`src/logic/soc_pkg.sv`:
```
/* Bus widths, peripheral address map, control register offsets
   and the Wishbone and APB request/reply structs */

package soc_pkg;

  //////////////////////////////
  // Bus widths
  //////////////////////////////

  localparam int unsigned ADDR_WIDTH = 32;
  localparam int unsigned DATA_WIDTH = 32;
  localparam int unsigned SEL_WIDTH  = DATA_WIDTH / 8;

  //////////////////////////////
  // Memory map
  //////////////////////////////

  // 1 GiB of DRAM, aliased onto the L2 array
  localparam logic [ADDR_WIDTH-1:0] DRAM_BASE   = 32'h8000_0000;
  localparam logic [ADDR_WIDTH-1:0] DRAM_LENGTH = 32'h4000_0000;
  localparam logic [ADDR_WIDTH-1:0] UART_BASE   = 32'hC000_0000;
  localparam logic [ADDR_WIDTH-1:0] UART_LENGTH = 32'h0000_1000;
  localparam logic [ADDR_WIDTH-1:0] CTRL_BASE   = 32'hD000_0000;
  localparam logic [ADDR_WIDTH-1:0] CTRL_LENGTH = 32'h0000_1000;

  // Byte offsets inside the control region
  localparam logic [ADDR_WIDTH-1:0] CTRL_EXIT_OFFSET   = 32'h0;
  localparam logic [ADDR_WIDTH-1:0] CTRL_CNT_EN_OFFSET = 32'h4;
  localparam logic [ADDR_WIDTH-1:0] CTRL_CYCLES_OFFSET = 32'h8;

  // Routing targets of the decoder
  typedef enum logic [1:0] {
    L2MEM = 2'd0,
    UART  = 2'd1,
    CTRL  = 2'd2,
    NONE  = 2'd3
  } slave_e;

  //////////////////////////////
  // Bus structs
  //////////////////////////////

  typedef struct packed {
    logic                  cyc;
    logic                  stb;
    logic                  we;
    logic [ADDR_WIDTH-1:0] adr;
    logic [DATA_WIDTH-1:0] dat;
    logic [SEL_WIDTH-1:0]  sel;
  } wb_req_t;

  typedef struct packed {
    logic                  ack;
    logic                  err;
    logic [DATA_WIDTH-1:0] dat;
  } wb_rsp_t;

  typedef struct packed {
    logic                  psel;
    logic                  penable;
    logic                  pwrite;
    logic [ADDR_WIDTH-1:0] paddr;
    logic [DATA_WIDTH-1:0] pwdata;
    logic [SEL_WIDTH-1:0]  pstrb;
  } apb_req_t;

  typedef struct packed {
    logic                  pready;
    logic                  pslverr;
    logic [DATA_WIDTH-1:0] prdata;
  } apb_rsp_t;

endpackage

```
`src/logic/ctrl_regs.sv`:
```
/* Control registers: exit, counter enable and the cycle counter port */

module ctrl_regs (
  input  logic             clk_i,
  input  logic             rst_n_i,
  input  soc_pkg::wb_req_t req_i,
  output soc_pkg::wb_rsp_t rsp_o,
  output logic [31:0]      exit_o,
  output logic [31:0]      hw_cnt_en_o
);

  localparam int unsigned OFFS_WIDTH = $clog2(soc_pkg::CTRL_LENGTH);

  logic [OFFS_WIDTH-3:0]          word_offs;
  logic                           valid;
  logic                           is_exit;
  logic                           is_cnt_en;
  logic                           is_cycles;
  logic                           cnt_load;
  logic                           ack_q;
  logic [31:0]                    exit_q;
  logic [31:0]                    hw_cnt_en_q;
  logic [31:0]                    count;
  logic [soc_pkg::DATA_WIDTH-1:0] rdata_d;
  logic [soc_pkg::DATA_WIDTH-1:0] rdata_q;

  assign valid     = req_i.cyc & req_i.stb & ~ack_q;
  assign word_offs = req_i.adr[OFFS_WIDTH-1:2];
  assign is_exit   = word_offs == soc_pkg::CTRL_EXIT_OFFSET[OFFS_WIDTH-1:2];
  assign is_cnt_en = word_offs == soc_pkg::CTRL_CNT_EN_OFFSET[OFFS_WIDTH-1:2];
  assign is_cycles = word_offs == soc_pkg::CTRL_CYCLES_OFFSET[OFFS_WIDTH-1:2];
  assign cnt_load  = valid & req_i.we & is_cycles;

  always_ff @(posedge clk_i) begin
    if (!rst_n_i) begin
      ack_q       <= 1'b0;
      exit_q      <= '0;
      hw_cnt_en_q <= '0;
    end else begin
      ack_q <= valid;
      if (valid && req_i.we) begin
        for (int b = 0; b < soc_pkg::SEL_WIDTH; b++) begin
          if (req_i.sel[b] && is_exit) exit_q[8*b +: 8] <= req_i.dat[8*b +: 8];
          if (req_i.sel[b] && is_cnt_en) hw_cnt_en_q[8*b +: 8] <= req_i.dat[8*b +: 8];
        end
      end
    end
  end

  // Unused offsets read zero
  always_comb begin
    rdata_d = '0;
    if (is_exit) rdata_d = exit_q;
    if (is_cnt_en) rdata_d = hw_cnt_en_q;
    if (is_cycles) rdata_d = count;
  end

  always_ff @(posedge clk_i) begin
    if (valid) rdata_q <= rdata_d;
  end

  cycle_counter i_cycle_counter (
    .clk_i      (clk_i         ),
    .rst_n_i    (rst_n_i       ),
    .en_i       (hw_cnt_en_q[0]),
    .load_i     (cnt_load      ),
    .load_val_i (req_i.dat     ),
    .count_o    (count         )
  );

  assign rsp_o.ack   = ack_q;
  assign rsp_o.err   = 1'b0;
  assign rsp_o.dat   = rdata_q;
  assign exit_o      = exit_q;
  assign hw_cnt_en_o = hw_cnt_en_q;

endmodule

```
`src/logic/cycle_counter.sv`:
```
/* Loadable free-running cycle counter */

module cycle_counter (
  input  logic        clk_i,
  input  logic        rst_n_i,
  input  logic        en_i,
  input  logic        load_i,
  input  logic [31:0] load_val_i,
  output logic [31:0] count_o
);

  logic [31:0] count_q;

  // Load wins over counting, wraps at 2^32
  always_ff @(posedge clk_i) begin
    if (!rst_n_i) begin
      count_q <= '0;
    end else if (load_i) begin
      count_q <= load_val_i;
    end else if (en_i) begin
      count_q <= count_q + 32'd1;
    end
  end

  assign count_o = count_q;

endmodule

```
`config.mk`:
```
export PLATFORM = sky130hd
export DESIGN_NAME = ctrl_regs
export DESIGN_NICKNAME = d
export VERILOG_FILES = /design/src/logic/soc_pkg.sv /design/src/logic/ctrl_regs.sv /design/src/logic/cycle_counter.sv
export SDC_FILE = /design/constraint.sdc
export NUM_CORES = 1
export LEC_CHECK = 0
export ABC_AREA = 1
export BUFFER_PORTS_ARGS = -buffer_cell sky130_fd_sc_hd__buf_2
export CELL_PAD_IN_SITES_DETAIL_PLACEMENT = 1
export CELL_PAD_IN_SITES_GLOBAL_PLACEMENT = 2
export CORE_MARGIN = 2
export CORE_UTILIZATION = 27
export CTS_BUF_LIST = sky130_fd_sc_hd__clkbuf_4 sky130_fd_sc_hd__clkbuf_8
export CTS_CLUSTER_DIAMETER = 50
export DETAILED_ROUTE_END_ITERATION = 16
export GPL_TIMING_DRIVEN = 0
export PLACE_DENSITY_LB_ADDON = 0.1
export SYNTH_ARGS = -nofsm -noshare
export SYNTH_HDL_FRONTEND = slang
export SYNTH_SLANG_ARGS = --single-unit
export TNS_END_PERCENT = 30
```
`constraint.sdc`:
```
create_clock -name clk_i -period 1.5 [get_ports clk_i]
set_input_delay 0.375 -clock clk_i [delete_from_list [all_inputs] [get_ports clk_i]]
set_output_delay 0.375 -clock clk_i [all_outputs]
set_load 0.03 [all_outputs]
```
Word-level counts from Yosys, hierarchy flattened

Index checks and enable logic that the tools add are counted.

Bits of input ports: 73
Word-level logic and storage cells: 43
Output and inout bits: 98
Register bits: 129

Bitwise operators: 5
$add $sub $neg: 1
Reduce and logical (&&, ||, !) cells: 19
Equality and inequality tests: 2
Multiplexer cells: 5

Operators by type and width:

| kind                  | number |
|---|---|
| $mux 32               | 5 |
| $add 32x1->32 const B | 1 |
| $reduce_and 2->1      | 8 |
| $eq 10x1->1 const B   | 1 |
| $eq 10x2->1 const B   | 1 |
| $logic_not 10->1      | 1 |
| $logic_and 1x1->1     | 9 |
| $and 1x1->1           | 4 |
| $reduce_bool 2->1     | 1 |
| $not 1->1             | 1 |

Depth between registers and ports, before layout

Depth after elaboration: 5
Mapped depth: 10
Depth with buffers taken out: 10

Modules after synthesis

A second synthesis with hierarchy kept.

Cell total of the unflattened synthesis: 1004
Area, all modules: 7093.1 um^2

Modules (own cells, without submodules):

| module        | instances | seq. area each (um^2) | cells an instance | area an instance (um^2) |
|---|---|---|---|---|
| ctrl_regs     | 1         | 2262.2                | 668               | 4898.4 |
| cycle_counter | 1         | 640.6                 | 336               | 2194.6 |

Worst setup path after synthesis

OpenSTA, ideal clock, no wires.

Path type: input to register
Start: in req_i[41] (netlist bit)
End: reg rdata_q[17] (netlist bit) (data pin)
Slack: -0.117 ns
Required time: 1.251 ns
Stages: 7
Data arrival time: 1.368 ns
Buffers on the path: 1
Library setup time: 0.249 ns
Cells stage by stage: or2_4 -> nor2_4 -> nand2_2 -> buf_2 -> or2_2 -> nand2_1 -> inv_1

Longest elaborated chain between the ends: 4
Elaborated cells between the ends (all ways): 6
Those cells by class: eq/ne: 2; mux: 3; reduce/logical: 1

Ends and longest elaborated chain:

| item                   | RTL line        | RTL |
|---|---|---|
| start: declaration     | ctrl_regs.sv:6  | `input soc_pkg::wb_req_t req_i,` |
| $logic_not 10->1       | ctrl_regs.sv:29 | `assign is_exit = word_offs == soc_pkg::CTRL_EXIT_OFFSET[OFFS_WIDTH-1:2];` |
| $mux 32                | ctrl_regs.sv:53 | `if (is_exit) rdata_d = exit_q;` |
| $mux 32                | ctrl_regs.sv:54 | `if (is_cnt_en) rdata_d = hw_cnt_en_q;` |
| $mux 32 (*)            | ctrl_regs.sv:55 | `if (is_cycles) rdata_d = count;` |
| via rdata_d, one bit   | ctrl_regs.sv:24 | `logic [soc_pkg::DATA_WIDTH-1:0] rdata_d;` |
| end signal: assignment | ctrl_regs.sv:59 | `if (valid) rdata_q <= rdata_d;` |
| end: declaration       | ctrl_regs.sv:25 | `logic [soc_pkg::DATA_WIDTH-1:0] rdata_q;` |

The timed path passes the listed nets; every way through them passes the cells marked *.
A chain may end at the register's enable or synchronous reset.

Worst setup path in the final report

Start: reg ack_q
End: reg exit_q[2], in the netlist exit_o[2]

Longest elaborated chain between the ends: 4

Ends and longest elaborated chain:

| item                           | RTL line        | RTL |
|---|---|---|
| start: declaration             | ctrl_regs.sv:20 | `logic ack_q;` |
| start signal: assignment       | ctrl_regs.sv:40 | `ack_q <= valid;` |
| $not 1->1                      | ctrl_regs.sv:27 | `assign valid = req_i.cyc & req_i.stb & ~ack_q;` |
| $and 1x1->1                    | ctrl_regs.sv:27 |  |
| $logic_and 1x1->1              | ctrl_regs.sv:41 | `if (valid && req_i.we) begin` |
| $reduce_and 2->1 (no line)     | --              |  |
| end signal: indexed assignment | ctrl_regs.sv:43 | `if (req_i.sel[b] && is_exit) exit_q[8*b +: 8] <= req_i.dat[8*b +: 8];` |
| end: declaration               | ctrl_regs.sv:21 | `logic [31:0] exit_q;` |

No other way between the ends.

==> metrics <==
layout cell share with drive strength beyond 1 0.3490; leak pwr 0.003894 µW; grt ovf 0; Max Cap Violations 0; Worst R2R Start ack_q; die width 158.8 µm; Crit path buffers/inverters 4; Seq cells post-synth 129; Hold Path Sink hw_cnt_en_o[23]; Rows 56; post-synthesis average cell area 7.263 µm²; FILL cells 2907; slew margin rel. 0.4339; Via density 4.731; fmax 0.6339 GHz; Initial Utilization 0.2757; GPL Wtd Cong 0.7774; Crit Path Max Fanout 4; hold_ws 210.1 ps; Synth area leaders dfxtp_1 (30%), edfxtp_1 (15%), nand2_1 (12%); EDFF count, synth 32; crit start category flip-flop; first-pass detailed-route iteration total 7; most used cell, CP nor2_4; status finished with violations; slowest cell on the critical path dfxtp_2; Worst Hold Depth 3; Post-CTS Hold Fix Bufs 0; pin count of the biggest net entering global routing 17; post-synthesis cell count 891; highest ir drop seen on vdd 0.0004319 V; clk buf depth 2; port buffer count 147; Vert. Die Dim 158.8 µm; Slew Limit Fails 0; R2R Path End exit_o[2]; Clk Latency, worst-skew pair 450 ps; Period minus WS final 1577 ps; Die Footprint 0.02522 mm²; synth warn 0; Post-Route Skew 19.26 ps; clock sinks 129; Synth Flop Type dfxtp_1; H-tree depth 4; Design Area, Final 0.008921 mm²; syn_nets 965; pwr/cell area 816.2 mW/mm²; first-pass GRT wire length 43030 µm; initial antenna violation count 2; Cell variety after synth 41; Starting DRT DRC Count 384; worst-path cell chain inv_2, nand3_4, nor2_4, clkinvlp_4, buf_12, nor2_4, buf_6, nand2_4, o21ai_2, nor2_1; CP Capture Type flip-flop; reg2reg setup slack -80 ps; Synth area leader dfxtp_1; RSZ-0062 raised after global routing true; most common cell in the netlist nand2_1; TritonCTS Buffers 17; nets@finish 1164; crit-path leading delay family buffers and inverters; Setup WS post-layout -77.49 ps; CP Class reg2reg; vias in the first global route 6790; total wire length 28980 µm; CTS tree done; hpwl dp 21490 µm; Clock Tree Root clkbuf_8; dpl cell area 0.007624 mm²; Worst-Margin Slew 849.1 ps; failing checks setup timing; sequential area share after synthesis 0.4486; slowest stage delay, CP 330 ps; WL/cell 20.37 µm; Min-Delay Path Class in2reg; Area Overhead vs Synth 37.86%; top-area cell type share of the netlist area 0.3001; beginning of the worst hold path req_i[27]; Core ar. 0.02347 mm²; Ports 171; GRT Total Usage 0.2282; DR vias 6732; synth cell count leaders nand2_1 (202), nor2_1 (173), dfxtp_1 (97); critical path required time 1850 ps; worst reg2reg path depth 10; final worst path period share 1.052; post-synthesis async set-or-reset flop share 0; Reg clk slew, reported paths 90 ps; final setup fails 68; antenna viol nets, final 0; drt drc 0; Arrival @ worst endpoint 1930 ps; Fin. Hold Viols 0; final core occ 0.3801; Post-Syn Area 0.006471 mm²; Place WS -674.7 ps
[per-stage QoR]
stage          power [µW]  setup TNS (ps)  cells
3_5_place_dp         4038          -71270   1357
2_1_floorplan        3823          -587.0    891
6_report             7281           -2320   1423
3_3_place_gp         4037          -70140   1357
5_1_grt              7548           -9521   1422
4_1_cts              7347           -3623   1408
[report_power, final]
group	internal (µW)	total [µW]	switching, µW
registers	3560	3560	6.30
logic	135	457	322
clock network	1710	3260	1550
[layout by cell type (no fill, tap or decap), types with 22 or more instances in the layout]
master	instances
dfxtp_1	74
nand2_1	195
o21ai_2	22
buf_2	145
o21ai_1	42
inv_1	64
nor2_1	151
nand3_1	78
edfxtp_1	32
buf_4	25
[worst min-delay path: stages]
cell,delay [ps]
buf_2,100
o21ai_1,70
nor2_1,70
[state kept, by name (all words and copies together), names as in the netlist]
name and cells:
ack_q 1, exit_o 32, hw_cnt_en_o 32, i_cycle_counter.count_o 32, rdata_q 32
[metal layers]
layer	global-route usage	wire length, µm	vias to the layer above
li1	-	-	3308
met1	0.3399	14790	3252
met2	0.3446	12670	152
met3	0.03213	1131	20
met4	0.05713	392	0
met5	0	0	-
[worst max path at each step]
stage / end / from / depth (start not counted) / slack, ps
2_1_floorplan: rdata_q[11] / req_i[40] / 7 / -60
3_3_place_gp: rdata_q[30] / req_i[43] / 10 / -680
3_5_place_dp: rdata_q[30] / req_i[43] / 10 / -670
4_1_cts: i_cycle_counter.count_o[18] / ack_q / 11 / -110
5_1_grt: i_cycle_counter.count_o[9] / ack_q / 11 / -160
6_report: exit_o[2] / ack_q / 10 / -80
[logic make-up after synthesis]
family / share of synthesized area
compound gates: 0.1034
simple gates: 0.3488
other cells: 0.0005795
xor+xnor: 0.009474
flops: 0.4486
fa+ha+maj: 0.001933
buf+inv: 0.08720
[area by class of cell]
type                       instances  area (µm²)  area share
antenna                            1       2.502   0.0002805
clock inverter                    13       162.7     0.01823
timing repair inverter             1       7.507   0.0008415
multi-input combinational        649        3425      0.3839
tap                              319       399.1     0.04474
inverter                          83       401.6     0.04502
timing repair buffer             174        1018      0.1142
clock buffer                      19       255.2     0.02861
sequential                       129        2952      0.3309
buffer                            35       297.8     0.03338
[timing repair]
| item | 4_1_cts | 5_1_grt |
|---|---|---|
| buffers inserted | 14 | 12 |
| gates resized for setup | 146 | 95 |
| cloned | 5 | 2 |
| setup endpoints to repair | 146 | 133 |
| endpoints found under the hold margin | 0 | 0 |
| pin swaps | 28 | 31 |
(Power assumes the default switching activity.)
