$ cat src/logic/soc_pkg.sv
/* Bus widths, peripheral address map, control register offsets
   and the Wishbone and APB request/reply structs */

package soc_pkg;

  //////////////////////////////
  // Bus widths
  //////////////////////////////

  localparam int unsigned ADDR_WIDTH = 32;
  localparam int unsigned DATA_WIDTH = 32;
  localparam int unsigned SEL_WIDTH  = DATA_WIDTH / 8;

  //////////////////////////////
  // Memory map
  //////////////////////////////

  // 1 GiB of DRAM, aliased onto the L2 array
  localparam logic [ADDR_WIDTH-1:0] DRAM_BASE   = 32'h8000_0000;
  localparam logic [ADDR_WIDTH-1:0] DRAM_LENGTH = 32'h4000_0000;
  localparam logic [ADDR_WIDTH-1:0] UART_BASE   = 32'hC000_0000;
  localparam logic [ADDR_WIDTH-1:0] UART_LENGTH = 32'h0000_1000;
  localparam logic [ADDR_WIDTH-1:0] CTRL_BASE   = 32'hD000_0000;
  localparam logic [ADDR_WIDTH-1:0] CTRL_LENGTH = 32'h0000_1000;

  // Byte offsets inside the control region
  localparam logic [ADDR_WIDTH-1:0] CTRL_EXIT_OFFSET   = 32'h0;
  localparam logic [ADDR_WIDTH-1:0] CTRL_CNT_EN_OFFSET = 32'h4;
  localparam logic [ADDR_WIDTH-1:0] CTRL_CYCLES_OFFSET = 32'h8;

  // Routing targets of the decoder
  typedef enum logic [1:0] {
    L2MEM = 2'd0,
    UART  = 2'd1,
    CTRL  = 2'd2,
    NONE  = 2'd3
  } slave_e;

  //////////////////////////////
  // Bus structs
  //////////////////////////////

  typedef struct packed {
    logic                  cyc;
    logic                  stb;
    logic                  we;
    logic [ADDR_WIDTH-1:0] adr;
    logic [DATA_WIDTH-1:0] dat;
    logic [SEL_WIDTH-1:0]  sel;
  } wb_req_t;

  typedef struct packed {
    logic                  ack;
    logic                  err;
    logic [DATA_WIDTH-1:0] dat;
  } wb_rsp_t;

  typedef struct packed {
    logic                  psel;
    logic                  penable;
    logic                  pwrite;
    logic [ADDR_WIDTH-1:0] paddr;
    logic [DATA_WIDTH-1:0] pwdata;
    logic [SEL_WIDTH-1:0]  pstrb;
  } apb_req_t;

  typedef struct packed {
    logic                  pready;
    logic                  pslverr;
    logic [DATA_WIDTH-1:0] prdata;
  } apb_rsp_t;

endpackage

$ cat src/logic/apb_bridge_fsm.sv
/* Wishbone to APB bridge FSM: setup, access, then one reply cycle */

module apb_bridge_fsm (
  input  logic              clk_i,
  input  logic              rst_n_i,
  input  soc_pkg::wb_req_t  req_i,
  output soc_pkg::wb_rsp_t  rsp_o,
  output soc_pkg::apb_req_t apb_o,
  input  soc_pkg::apb_rsp_t apb_i
);

  typedef enum logic [1:0] {
    IDLE,
    SETUP,
    ACCESS,
    DONE
  } state_e;

  state_e                         state_d;
  state_e                         state_q;
  logic                           start;
  logic                           pwrite_q;
  logic [soc_pkg::ADDR_WIDTH-1:0] paddr_q;
  logic [soc_pkg::DATA_WIDTH-1:0] pwdata_q;
  logic [soc_pkg::SEL_WIDTH-1:0]  pstrb_q;
  logic [soc_pkg::DATA_WIDTH-1:0] prdata_q;
  logic                           pslverr_q;

  assign start = (state_q == IDLE) & req_i.cyc & req_i.stb;

  always_comb begin
    state_d = state_q;
    unique case (state_q)
      IDLE:    if (start) state_d = SETUP;
      SETUP:   state_d = ACCESS;
      ACCESS:  if (apb_i.pready) state_d = DONE;
      default: state_d = IDLE;
    endcase
  end

  always_ff @(posedge clk_i) begin
    if (!rst_n_i) state_q <= IDLE;
    else state_q <= state_d;
  end

  // Transfer payload, held for the whole APB transfer
  always_ff @(posedge clk_i) begin
    if (start) begin
      pwrite_q <= req_i.we;
      paddr_q  <= req_i.adr - soc_pkg::UART_BASE;
      pwdata_q <= req_i.dat;
      pstrb_q  <= req_i.sel;
    end
    if (state_q == ACCESS && apb_i.pready) begin
      prdata_q  <= apb_i.prdata;
      pslverr_q <= apb_i.pslverr;
    end
  end

  always_comb begin
    apb_o.psel    = (state_q == SETUP) | (state_q == ACCESS);
    apb_o.penable = state_q == ACCESS;
    apb_o.pwrite  = pwrite_q;
    apb_o.paddr   = paddr_q;
    apb_o.pwdata  = pwdata_q;
    apb_o.pstrb   = pstrb_q;
  end

  // pslverr turns into a Wishbone err
  assign rsp_o.ack = (state_q == DONE) & ~pslverr_q;
  assign rsp_o.err = (state_q == DONE) & pslverr_q;
  assign rsp_o.dat = prdata_q;

endmodule

$ cat config.mk
export PLATFORM = sky130hd
export DESIGN_NAME = apb_bridge_fsm
export DESIGN_NICKNAME = d
export VERILOG_FILES = /design/src/logic/soc_pkg.sv /design/src/logic/apb_bridge_fsm.sv
export SDC_FILE = /design/constraint.sdc
export NUM_CORES = 1
export LEC_CHECK = 0
export BUFFER_PORTS_ARGS = -buffer_cell sky130_fd_sc_hd__buf_4
export CAP_MARGIN = 20
export CORE_ASPECT_RATIO = 2
export CORE_MARGIN = 8
export CORE_UTILIZATION = 27
export DETAILED_ROUTE_END_ITERATION = 16
export SLEW_MARGIN = 0
export SYNTH_ARGS = -nofsm -noshare
export SYNTH_HDL_FRONTEND = slang
export SYNTH_SLANG_ARGS = --single-unit
$ cat constraint.sdc
create_clock -name clk_i -period 2.7 [get_ports clk_i]
set_clock_uncertainty 0.15 [all_clocks]
set_input_delay 0.405 -clock clk_i [delete_from_list [all_inputs] [get_ports clk_i]]
set_output_delay 0.405 -clock clk_i [all_outputs]
set_load 0.005 [all_outputs]
After elaboration in Yosys (flattened, before gate mapping)
Index checks and enable logic that the tools add are counted.

Bits in registers: 104. Bits in latches: 0. RAM bits: 0. Memory bits (read-only): 0. Input port bits: 107. Output and inout port bits: 105. Logic and storage cells: 25. Memories kept: 0.

$add $sub $neg: 1. Multiply operators: 0. Divide/modulo/power cells: 0. $lt $le $gt $ge: 0. Eq/ne operators: 5. Shift-type cells: 0. Mux-type cells: 3. Bitwise logic cells: 6. Reductions and logical operators: 3.

Operator list (number): subtractor 32 bit, second input constant (1); case mux 2 bit (3 select lines) (1); bitwise AND 1 bit (4); == test 2 bit, second input constant (2); 2-to-1 mux 2 bit (2); == test 2 x 1 -> 1 bit, second input constant (1); zero test 2 bit (1); inequality test 2 x 1 -> 1 bit, second input constant (1); inequality test 2 bit, second input constant (1); AND reduction 2 bit (1); logical AND 1 bit (1); NOT 1 bit (1); bitwise OR 1 bit (1).

Longest topological paths before layout
Gate-level depths: netlist of run 1.

Depth in word-level cells: 5. Mapped depth: 5.

Least setup slack after synthesis of run 1
No wires, ideal clock.

Path type: flip-flop to flip-flop. From: register state_q[0]. To: register paddr_q[0] (netlist bit) (enable). Setup time: 435 ps. Arrival: 2204 ps. Required time: 2115 ps. Slack: -88 ps. Cell stages (with the launch flop): 4. Path buffers: 0. Cells stage by stage: dfxtp_1 > inv_1 > ha_1 > and3_1.

Longest elaborated chain between the ends: 3.

RTL lines: from (decl) (line apb_bridge_fsm.sv:20) `state_e state_q;`; from (signal assigned) (line apb_bridge_fsm.sv:43) `else state_q <= state_d;`; zero test 2 bit (line apb_bridge_fsm.sv:29) `assign start = (state_q == IDLE) & req_i.cyc & req_i.stb;`; bitwise AND 1 bit (2 in a row) (line apb_bridge_fsm.sv:29); named net start (line apb_bridge_fsm.sv:21) `logic start;`; to (signal assigned) (line apb_bridge_fsm.sv:50) `paddr_q <= req_i.adr - soc_pkg::UART_BASE;`; to (decl) (line apb_bridge_fsm.sv:23) `logic [soc_pkg::ADDR_WIDTH-1:0] paddr_q;`.

The timed path passes the listed nets, and every way through them passes these cells. A chain may end at the register's enable or synchronous reset.

Worst setup path after layout of run 1
From: register state_q[0]. To: register prdata_q[12] (netlist bit) (enable).

Longest elaborated chain between the ends: 2.

RTL lines: == test 2 bit (line apb_bridge_fsm.sv:54) `if (state_q == ACCESS && apb_i.pready) begin`; logical AND 1 bit (line apb_bridge_fsm.sv:54); to (signal assigned) (line apb_bridge_fsm.sv:55) `prdata_q <= apb_i.prdata;`; to (decl) (line apb_bridge_fsm.sv:26) `logic [soc_pkg::DATA_WIDTH-1:0] prdata_q;`.

No other way between the ends.

==> out/results.txt, run 1 <==
Cell family contributing the most delay on the critical path: simple AND/OR/NAND/NOR gates. In the routed layout, each cell is associated on average with a via count of 4.13. Setup repair after global routing left no endpoint under its margin. The final-layout fill cell count is 1082, and the number of hold-repair buffers added at the cts stage is 0. Setup violations remaining at the end of the flow were counted as 0.

Max-slew violation total from the final report: 0. CTS built an H-tree with a depth of 3. Of all cell types, the one taking the most synthesized area is sky130_fd_sc_hd__edfxtp_1.

After synthesis the netlist holds a flip-flop and latch count of 104. Buffers placed on the I/O ports in this run total 211. The die footprint is 16100 µm².

The busiest metal layer after global routing was met2. By area the synthesized netlist is led by sky130_fd_sc_hd__edfxtp_1, sky130_fd_sc_hd__dfxtp_1, sky130_fd_sc_hd__ha_1, sky130_fd_sc_hd__buf_4, sky130_fd_sc_hd__inv_1. The logs give 0.00219 µW for the leakage power summed over all cells and 0 for the Yosys warning count. Share of cells above drive strength 1: 65.4%.

In the final layout, the multi-input gates occupy 129 µm². The run gives 0 as the number of max-capacitance violations reported. Walking the worst path, the cells encountered are inv_1 -> ha_1 -> and2_2. The clock sink count was 104. TritonCTS built the clock tree. The worst register-to-register path ends at prdata_q[12]$_DFFE_PP_.

The worst hold-check path type is in2reg. The first global-routing pass estimated 12.8 mm of wire. After global routing the overflow that remains totals 0.

The number of gates resized after CTS was 0. In this run the mean area of a mapped cell was 25.7 µm². Counting distinct cell types in the post-synthesis netlist gives 17. For met1 alone, demand over resource in global routing was 11.6%. Transition time of the tightest slew-check pin: 770 ps.

Worst hold path depth: 1. For the met3 usage, the log shows 8.48%. The register area came out at 3100 µm². Once placement finished, the instance area stood at 5030 µm². For this block, the routed nets add up to 8.93 mm of wire. The count of mapped cells out of synthesis is 127, and the width of the die is 93.7 µm. The post-route DRC violation count is 0, and the total buffers and inverters traversed by the critical path is 1.

In this run the critical register-to-register path is launched from state_q[0]$_SDFFE_PN0P_. The initial antenna violation count was 0; the fraction of the cycle the final worst path needs was 68.0%. The first routing iteration left 60 violations. The clock passes through at most 2 buffers. The logs give 12000 µm² for the total core area and 48.7% for the worst slew slack as a fraction of its limit. After routing, the total negative slack on setup checks comes to 0 ps. The length of the first detailed-routing pass in iterations is 4.

Compared with the post-synthesis result, the final layout area differs by 63.0%. The congestion estimate from routability-driven global placement came to 0.724. Launching element type of the critical path: a register. The tools report the library cell used as clock root buffer as sky130_fd_sc_hd__clkbuf_16.

The run finished with clean final reports. For this run, the total global-route usage over all layers was measured as 10.7%. The synthesized design contains 102 enable-type register cells. The routed layout has 2063 vias. Detailed placement ended at an HPWL of 7.04 mm. In this run the post-CTS setup repair buffer count came out at 0. The cell with the largest stage delay on the worst path is sky130_fd_sc_hd__and2_2. The placement row count came out at 57. Once layout is done, the placed cells without fillers occupy 5320 µm². Of all nets on the critical path, the largest fanout is 33.

The post-synthesis net count came out at 237. The endpoint type of the worst setup path was a register. TritonCTS created 9 clock buffers. Commonest register cell after synthesis: sky130_fd_sc_hd__edfxtp_1. The clock transition at the registers of the reported paths is 70 ps, and the die height is 171 µm. For the number of global-route vias before repair, the log shows 2237. In this run the most critical hold path is launched from req_i[28]. Entering global routing, the biggest net connects 70 pins. The path with the worst hold slack has its endpoint at pwdata_q[24]$_DFFE_PP_. The later pin in the worst-skew pair is clocked with a latency of 340 ps.

The number of hold-slack violations in the final timing report is 0, and the portion of synthesized cell area occupied by the leading cell type is 93.9%. Once the floorplan was initialized, standard cells occupied 27.2% of the core. The largest single stage delay on the critical path is 670 ps. The power per standard cell area was 736 nW/µm²; the critical path arrival was 1650 ps. The routed design could run at a clock period as short as 1840 ps. The final layout contains 458 nets. The remaining antenna violation count after routing is 0, and the highest ir drop seen on vdd is 0.399 mV. Post-detailed-route wirelength per cell: 17.9 µm.

Data on the critical path is required at its endpoint by 2520 ps. The depth of the most critical reg-to-reg path works out to 3. Counting tap cells, the placed design contains a total of 484 instances. For the final non-filler cell total, the log shows 500. The worst setup path is of the reg2reg kind. The worst hold margin was 84.9 ps; the top-level I/O count was 212.

For met2 alone, demand over resource in global routing was 15.1%. In this run the register-to-register setup slack is 860 ps. The run gives 95.2% as the sequential element share of the synthesized area. Static timing analysis puts the maximum clock frequency at 544 MHz. After synthesis, the share of flip-flops with an asynchronous set or reset is 0%. Summing every instance area after synthesis gives 3260 µm². Antenna diode instance count: 0.
## kinds of logic (layout without fill, tap and decap cells)
| family | after synthesis | in the layout | synth area share [%] |
|---|---|---|---|
| buf+inv | 6 | 232 | 0.921 |
| simple gates | 8 | 8 | 1.65 |
| compound gates | 5 | 5 | 0.844 |
| flops | 104 | 104 | 95.2 |
| fa+ha+maj | 3 | 3 | 1.15 |
| xor+xnor | 1 | 1 | 0.269 |
## state kept, by name, summed over array words and instances, names as in the netlist
signal and cells:
paddr_q 32, prdata_q 32, pslverr_q 1, pstrb_q 4
pwdata_q 32, pwrite_q 1, state_q 2
## where the power goes
part / internal [µW] / switching [µW] / total, µW
combinational: 352 / 281 / 633
sequential: 2020 / 54.8 / 2070
clock: 635 / 574 / 1210
## layout make-up
| class | count | share of cell area [%] |
|---|---|---|
| clock buffers | 9 | 4.24 |
| clock inverters | 7 | 1.04 |
| flip-flops and latches | 104 | 58.4 |
| multi-input cells | 17 | 2.42 |
| repair buffers | 212 | 30.2 |
| inverters | 4 | 0.282 |
| well taps | 147 | 3.46 |
## per-layer routing
layer / up-vias / share of wire [%]
met2: 189 / 41
met3: 11 / 19
met4: 0 / 1.5
li1: 939 / -
met5: - / 0
met1: 924 / 39
## synth_stat cells, types with 2 or more instances
library cell               number
sky130_fd_sc_hd__buf_4          2
sky130_fd_sc_hd__a21oi_1        2
sky130_fd_sc_hd__edfxtp_1     102
sky130_fd_sc_hd__ha_1           3
sky130_fd_sc_hd__inv_1          4
sky130_fd_sc_hd__o21ai_0        2
sky130_fd_sc_hd__dfxtp_1        2
## placed cells by master (no fill, tap or decap)
| cell type | n |
|---|---|
| sky130_fd_sc_hd__a21boi_1 | 1 |
| sky130_fd_sc_hd__a21oi_1 | 2 |
| sky130_fd_sc_hd__dfxtp_1 | 2 |
| sky130_fd_sc_hd__or3b_2 | 1 |
| sky130_fd_sc_hd__and2b_1 | 1 |
| sky130_fd_sc_hd__or4_1 | 1 |
| sky130_fd_sc_hd__ha_1 | 3 |
| sky130_fd_sc_hd__edfxtp_1 | 102 |
| sky130_fd_sc_hd__xor2_1 | 1 |
| sky130_fd_sc_hd__clkinv_4 | 1 |
| sky130_fd_sc_hd__nor2b_1 | 1 |
| sky130_fd_sc_hd__inv_1 | 4 |
| sky130_fd_sc_hd__inv_6 | 3 |
| sky130_fd_sc_hd__and2_2 | 1 |
| sky130_fd_sc_hd__and3_2 | 1 |
| sky130_fd_sc_hd__clkbuf_16 | 9 |
| sky130_fd_sc_hd__buf_12 | 1 |
| sky130_fd_sc_hd__and2_1 | 1 |
| sky130_fd_sc_hd__clkinvlp_4 | 2 |
| sky130_fd_sc_hd__buf_4 | 211 |
| sky130_fd_sc_hd__o21ai_0 | 2 |
| sky130_fd_sc_hd__clkinv_2 | 1 |
| sky130_fd_sc_hd__nor2_1 | 1 |
## worst max path at each step
| stage | from | endpoint | slack [ps] | cells past startpoint |
|---|---|---|---|---|
| finish | state_q[0]$_SDFFE_PN0P_ | prdata_q[12]$_DFFE_PP_ | 860 | 3 |
| global route | state_q[0]$_SDFFE_PN0P_ | prdata_q[29]$_DFFE_PP_ | 750 | 3 |
| CTS | state_q[0]$_SDFFE_PN0P_ | prdata_q[12]$_DFFE_PP_ | 850 | 3 |
| detailed placement | state_q[0]$_SDFFE_PN0P_ | prdata_q[24]$_DFFE_PP_ | 860 | 3 |
| global placement | state_q[0]$_SDFFE_PN0P_ | prdata_q[0]$_DFFE_PP_ | 910 | 3 |
| floorplan | state_q[0]$_SDFFE_PN0P_ | paddr_q[0]$_DFFE_PP_ | 670 | 3 |
## through the flow
step / utilization (%) / total power (µW) / worst slack (ps)
6_report: 44.4 / 3910 / 863
5_1_grt: 44.4 / 4100 / 748
4_1_cts: 44.4 / 3990 / 850
3_5_place_dp: 42.0 / 2760 / 864
3_3_place_gp: 42.0 / 2740 / 911
2_1_floorplan: - / 2300 / 674
Note: power is estimated with default switching activity, not from simulation.
==> run 2: changes to the inputs <==
ABC_AREA = 1   (was unset)
clock period = 1.9 ns   (was 2.7 ns; I/O delays follow)
==> out/results.txt, run 2 <==
The run gives 0 (unchanged) as the Yosys warning count. The tools report the weighted congestion at the end of routability-driven global placement as 0.732 (+1.1%). Max-slew violation total from the final report: 0 (unchanged). The average cell area after synthesis works out to 23.8 µm² (-7.5%). The run finished with clean final reports.

The number of hold-repair buffers added at the cts stage was 100 (+100). The commonest cells after synthesis are sky130_fd_sc_hd__edfxtp_1, sky130_fd_sc_hd__inv_1, sky130_fd_sc_hd__nor2_1. The placement row count was 57 (unchanged).

The commonest register cell after synthesis was sky130_fd_sc_hd__edfxtp_1. The share of flip-flops with an asynchronous set or reset was 0% (unchanged); the number of synthesized flops with an enable pin was 102 (unchanged). Largest fanout on the critical path: 4 (-88%). The tools report the remaining antenna violation count after routing as 0 (unchanged). The portion of synthesized cell area occupied by the leading cell type was 93.4% (-0.50 points); the number of hold-slack violations in the final timing report was 0 (unchanged). The logs give 359 ps (-505 ps) for the pre-CTS worst setup slack and 620 MHz for the highest clock frequency the design can meet.

The tools report the sequential element share of the synthesized area as 94.7% (-0.51 points). The count of mapped cells out of synthesis was 138 (+8.7%); the transition time of the tightest slew-check pin was 327 ps (-443 ps). The length of the first detailed-routing pass in iterations came out at 4 (unchanged). The number of max-capacitance violations reported was 0 (unchanged).

Most numerous cell in the Yosys netlist: sky130_fd_sc_hd__edfxtp_1. The logs give 5120 µm² (+1.6%) for the cell area after placement and 287 ps (-576 ps) for the slack of the critical path. The width of the die came out at 93.9 µm (+0.22%). The net total in the final layout came out at 572 (+25%).

The largest registers in the layout are paddr_q x32, prdata_q x32, pwdata_q x32. For the final routed wirelength across all metal layers, the log shows 10.7 mm (+20%). STA classifies the critical path endpoint as an output port. Insertion delay to the later sink of the worst-skew pair: 340 ps (about the same). The area of the mapped netlist is 3280 µm² (+0.54%). The run gives 1180 ps (-470 ps) as the critical path arrival. The total core area was 12000 µm² (unchanged); the post-CTS setup repair buffer count was 0 (unchanged). STA classifies the critical path startpoint as a register. By area the synthesized netlist is led by sky130_fd_sc_hd__edfxtp_1, sky130_fd_sc_hd__inv_1, sky130_fd_sc_hd__dfxtp_1, sky130_fd_sc_hd__ha_1, sky130_fd_sc_hd__nor2_1.

In the finished design, the share of the clock period the worst path needs comes to 84.9%. The power per standard cell area was 932 nW/µm² (+27%); the antenna diode instance count was 0 (unchanged). The logs give 27.4% (+0.15 points) for the initial core utilization and 0 (unchanged) for the post-cts resize count.

The maximum count of clock buffers along a single path is 2 (unchanged), and the die height is 172 µm (+0.25%). The tightest min-delay check is of the in2reg type. The leading area contributor after synthesis is sky130_fd_sc_hd__edfxtp_1. The first-pass GRT wire length was 16.0 mm (+25%); the count of routing violations after the opening detailed-route iteration was 118 (+97%). The logs give 0 (unchanged) for the initial antenna violation count and 2798 (+25%) for the number of global-route vias before repair. The number of register bits inferred by synthesis works out to 104 (unchanged). The clock sink count came out at 104 (unchanged). The run gives 0 (unchanged) as the sum of overflow across all layers after global routing. The total number of vias was 2470 (+20%); the count of different cell masters after synthesis was 12 (-5). The final standard cell area without fillers is 6400 µm² (+21%), and the pin count of the biggest net entering global routing is 44 (-37%). The port buffer count is 211 (unchanged). The most common library cell in the layout ignoring fill and taps was sky130_fd_sc_hd__buf_4. The top-level I/O count is 212 (unchanged), and the number of buffers created by CTS is 9 (unchanged). The leakage power summed over all cells is 0.00266 µW (+22%). The share of cells above drive strength 1 is 51.2% (-14 points), and the critical path data required time is 1460 ps (-1060 ps). Final count of negative-setup-slack endpoints: 0 (unchanged).

The growth of design area from synthesis to finish was 95.4%. The post-detailed-route wirelength per cell was 17.4 µm (-2.4%). The global-route usage over all layers came out at 13.1% (+2.3 points). The clock transition at the registers of the reported paths was 70 ps (about the same). TritonCTS built the clock tree.

Number of levels the H-tree was split into: 3 (unchanged). The category of the critical setup timing path was reg2out. The tools report the post-route DRC violation count as 0 (unchanged).

For the die footprint, the log shows 16100 µm² (+0.47%). The library cells used most frequently in the layout, excluding fill and tap cells, are sky130_fd_sc_hd__buf_4, sky130_fd_sc_hd__edfxtp_1, sky130_fd_sc_hd__dlygate4sd3_1. The cell sitting at the root of the clock tree is a sky130_fd_sc_hd__clkbuf_16. The post-synthesis net count was 248 (+4.6%); the worst slew slack as a fraction of its limit was 78.2% (+30 points).

The post-detailed-route via-to-cell ratio came out at 4.02 (-2.5%). The worst setup slack for register-to-register paths came out at 360 ps (-500 ps). Highest ir drop seen on vdd: 0.643 mV (+61%).

Setup repair after global routing left no endpoint under its margin. The worst path needs 1610 ps of the cycle, external delays included.
## run 2: layer usage
metal  vias to the layer above  wire length, µm  GRT usage [%]
met2                       176             5050           21.3
met4                         0              114           3.75
li1                       1162                -              -
met3                         9             1510           7.30
met5                         -                0              0
met1                      1123             4030           14.0
## run 2: worst max-delay path: stages (launching register included)
cell and delay, ps:
sky130_fd_sc_hd__dfxtp_2 360, sky130_fd_sc_hd__ha_1 180, sky130_fd_sc_hd__inv_1 70, sky130_fd_sc_hd__nor2_1 110, sky130_fd_sc_hd__buf_4 130
## run 2: path summary, 6_finish.rpt
| check | startpoint | to | cells past startpoint |
|---|---|---|---|
| worst max register to register | state_q[1]$_SDFFE_PN0P_ | paddr_q[1]$_DFFE_PP_ | 5 |
| worst max-delay path | state_q[1]$_SDFFE_PN0P_ | rsp_o[33] | 4 |
| worst min-delay path | rst_n_i | state_q[0]$_SDFFE_PN0P_ | 3 |
| worst min register to register | state_q[1]$_SDFFE_PN0P_ | state_q[1]$_SDFFE_PN0P_ | 2 |
## run 2: power breakdown
group	internal, µW	total, µW	switching (µW)
logic	706	1250	545
registers	2870	2960	88.2
clock network	919	1760	843
total	4490	5970	1480
## run 2: cell families after synthesis
kind of cell	share of synthesized area, %
flops	94.7
xor+xnor	0.267
compound gates	0.305
simple gates	1.91
fa+ha+maj	1.15
buf+inv	1.72
## run 2: layout make-up
cell class,count,area [µm²]
clock buffers,9,225
clock inverters,7,61.3
fillers,980,5580
inverters,11,45.0
multi-input cells,21,144
flip-flops and latches,104,3110
well taps,147,184
repair buffers,315,2640
## run 2: stage by stage
stage               hold slack (ps)  power [µW]  setup TNS [ps]  utilization [%]  instances
global route                   21.6        6260               0             53.5        614
finish                         27.4        5970               0             53.5        614
detailed placement              314        4090               0             42.7        498
floorplan                       234        3400          -17350                -        138
global placement                313        4070               0             42.7        498
CTS                            15.4        6030               0             53.5        614
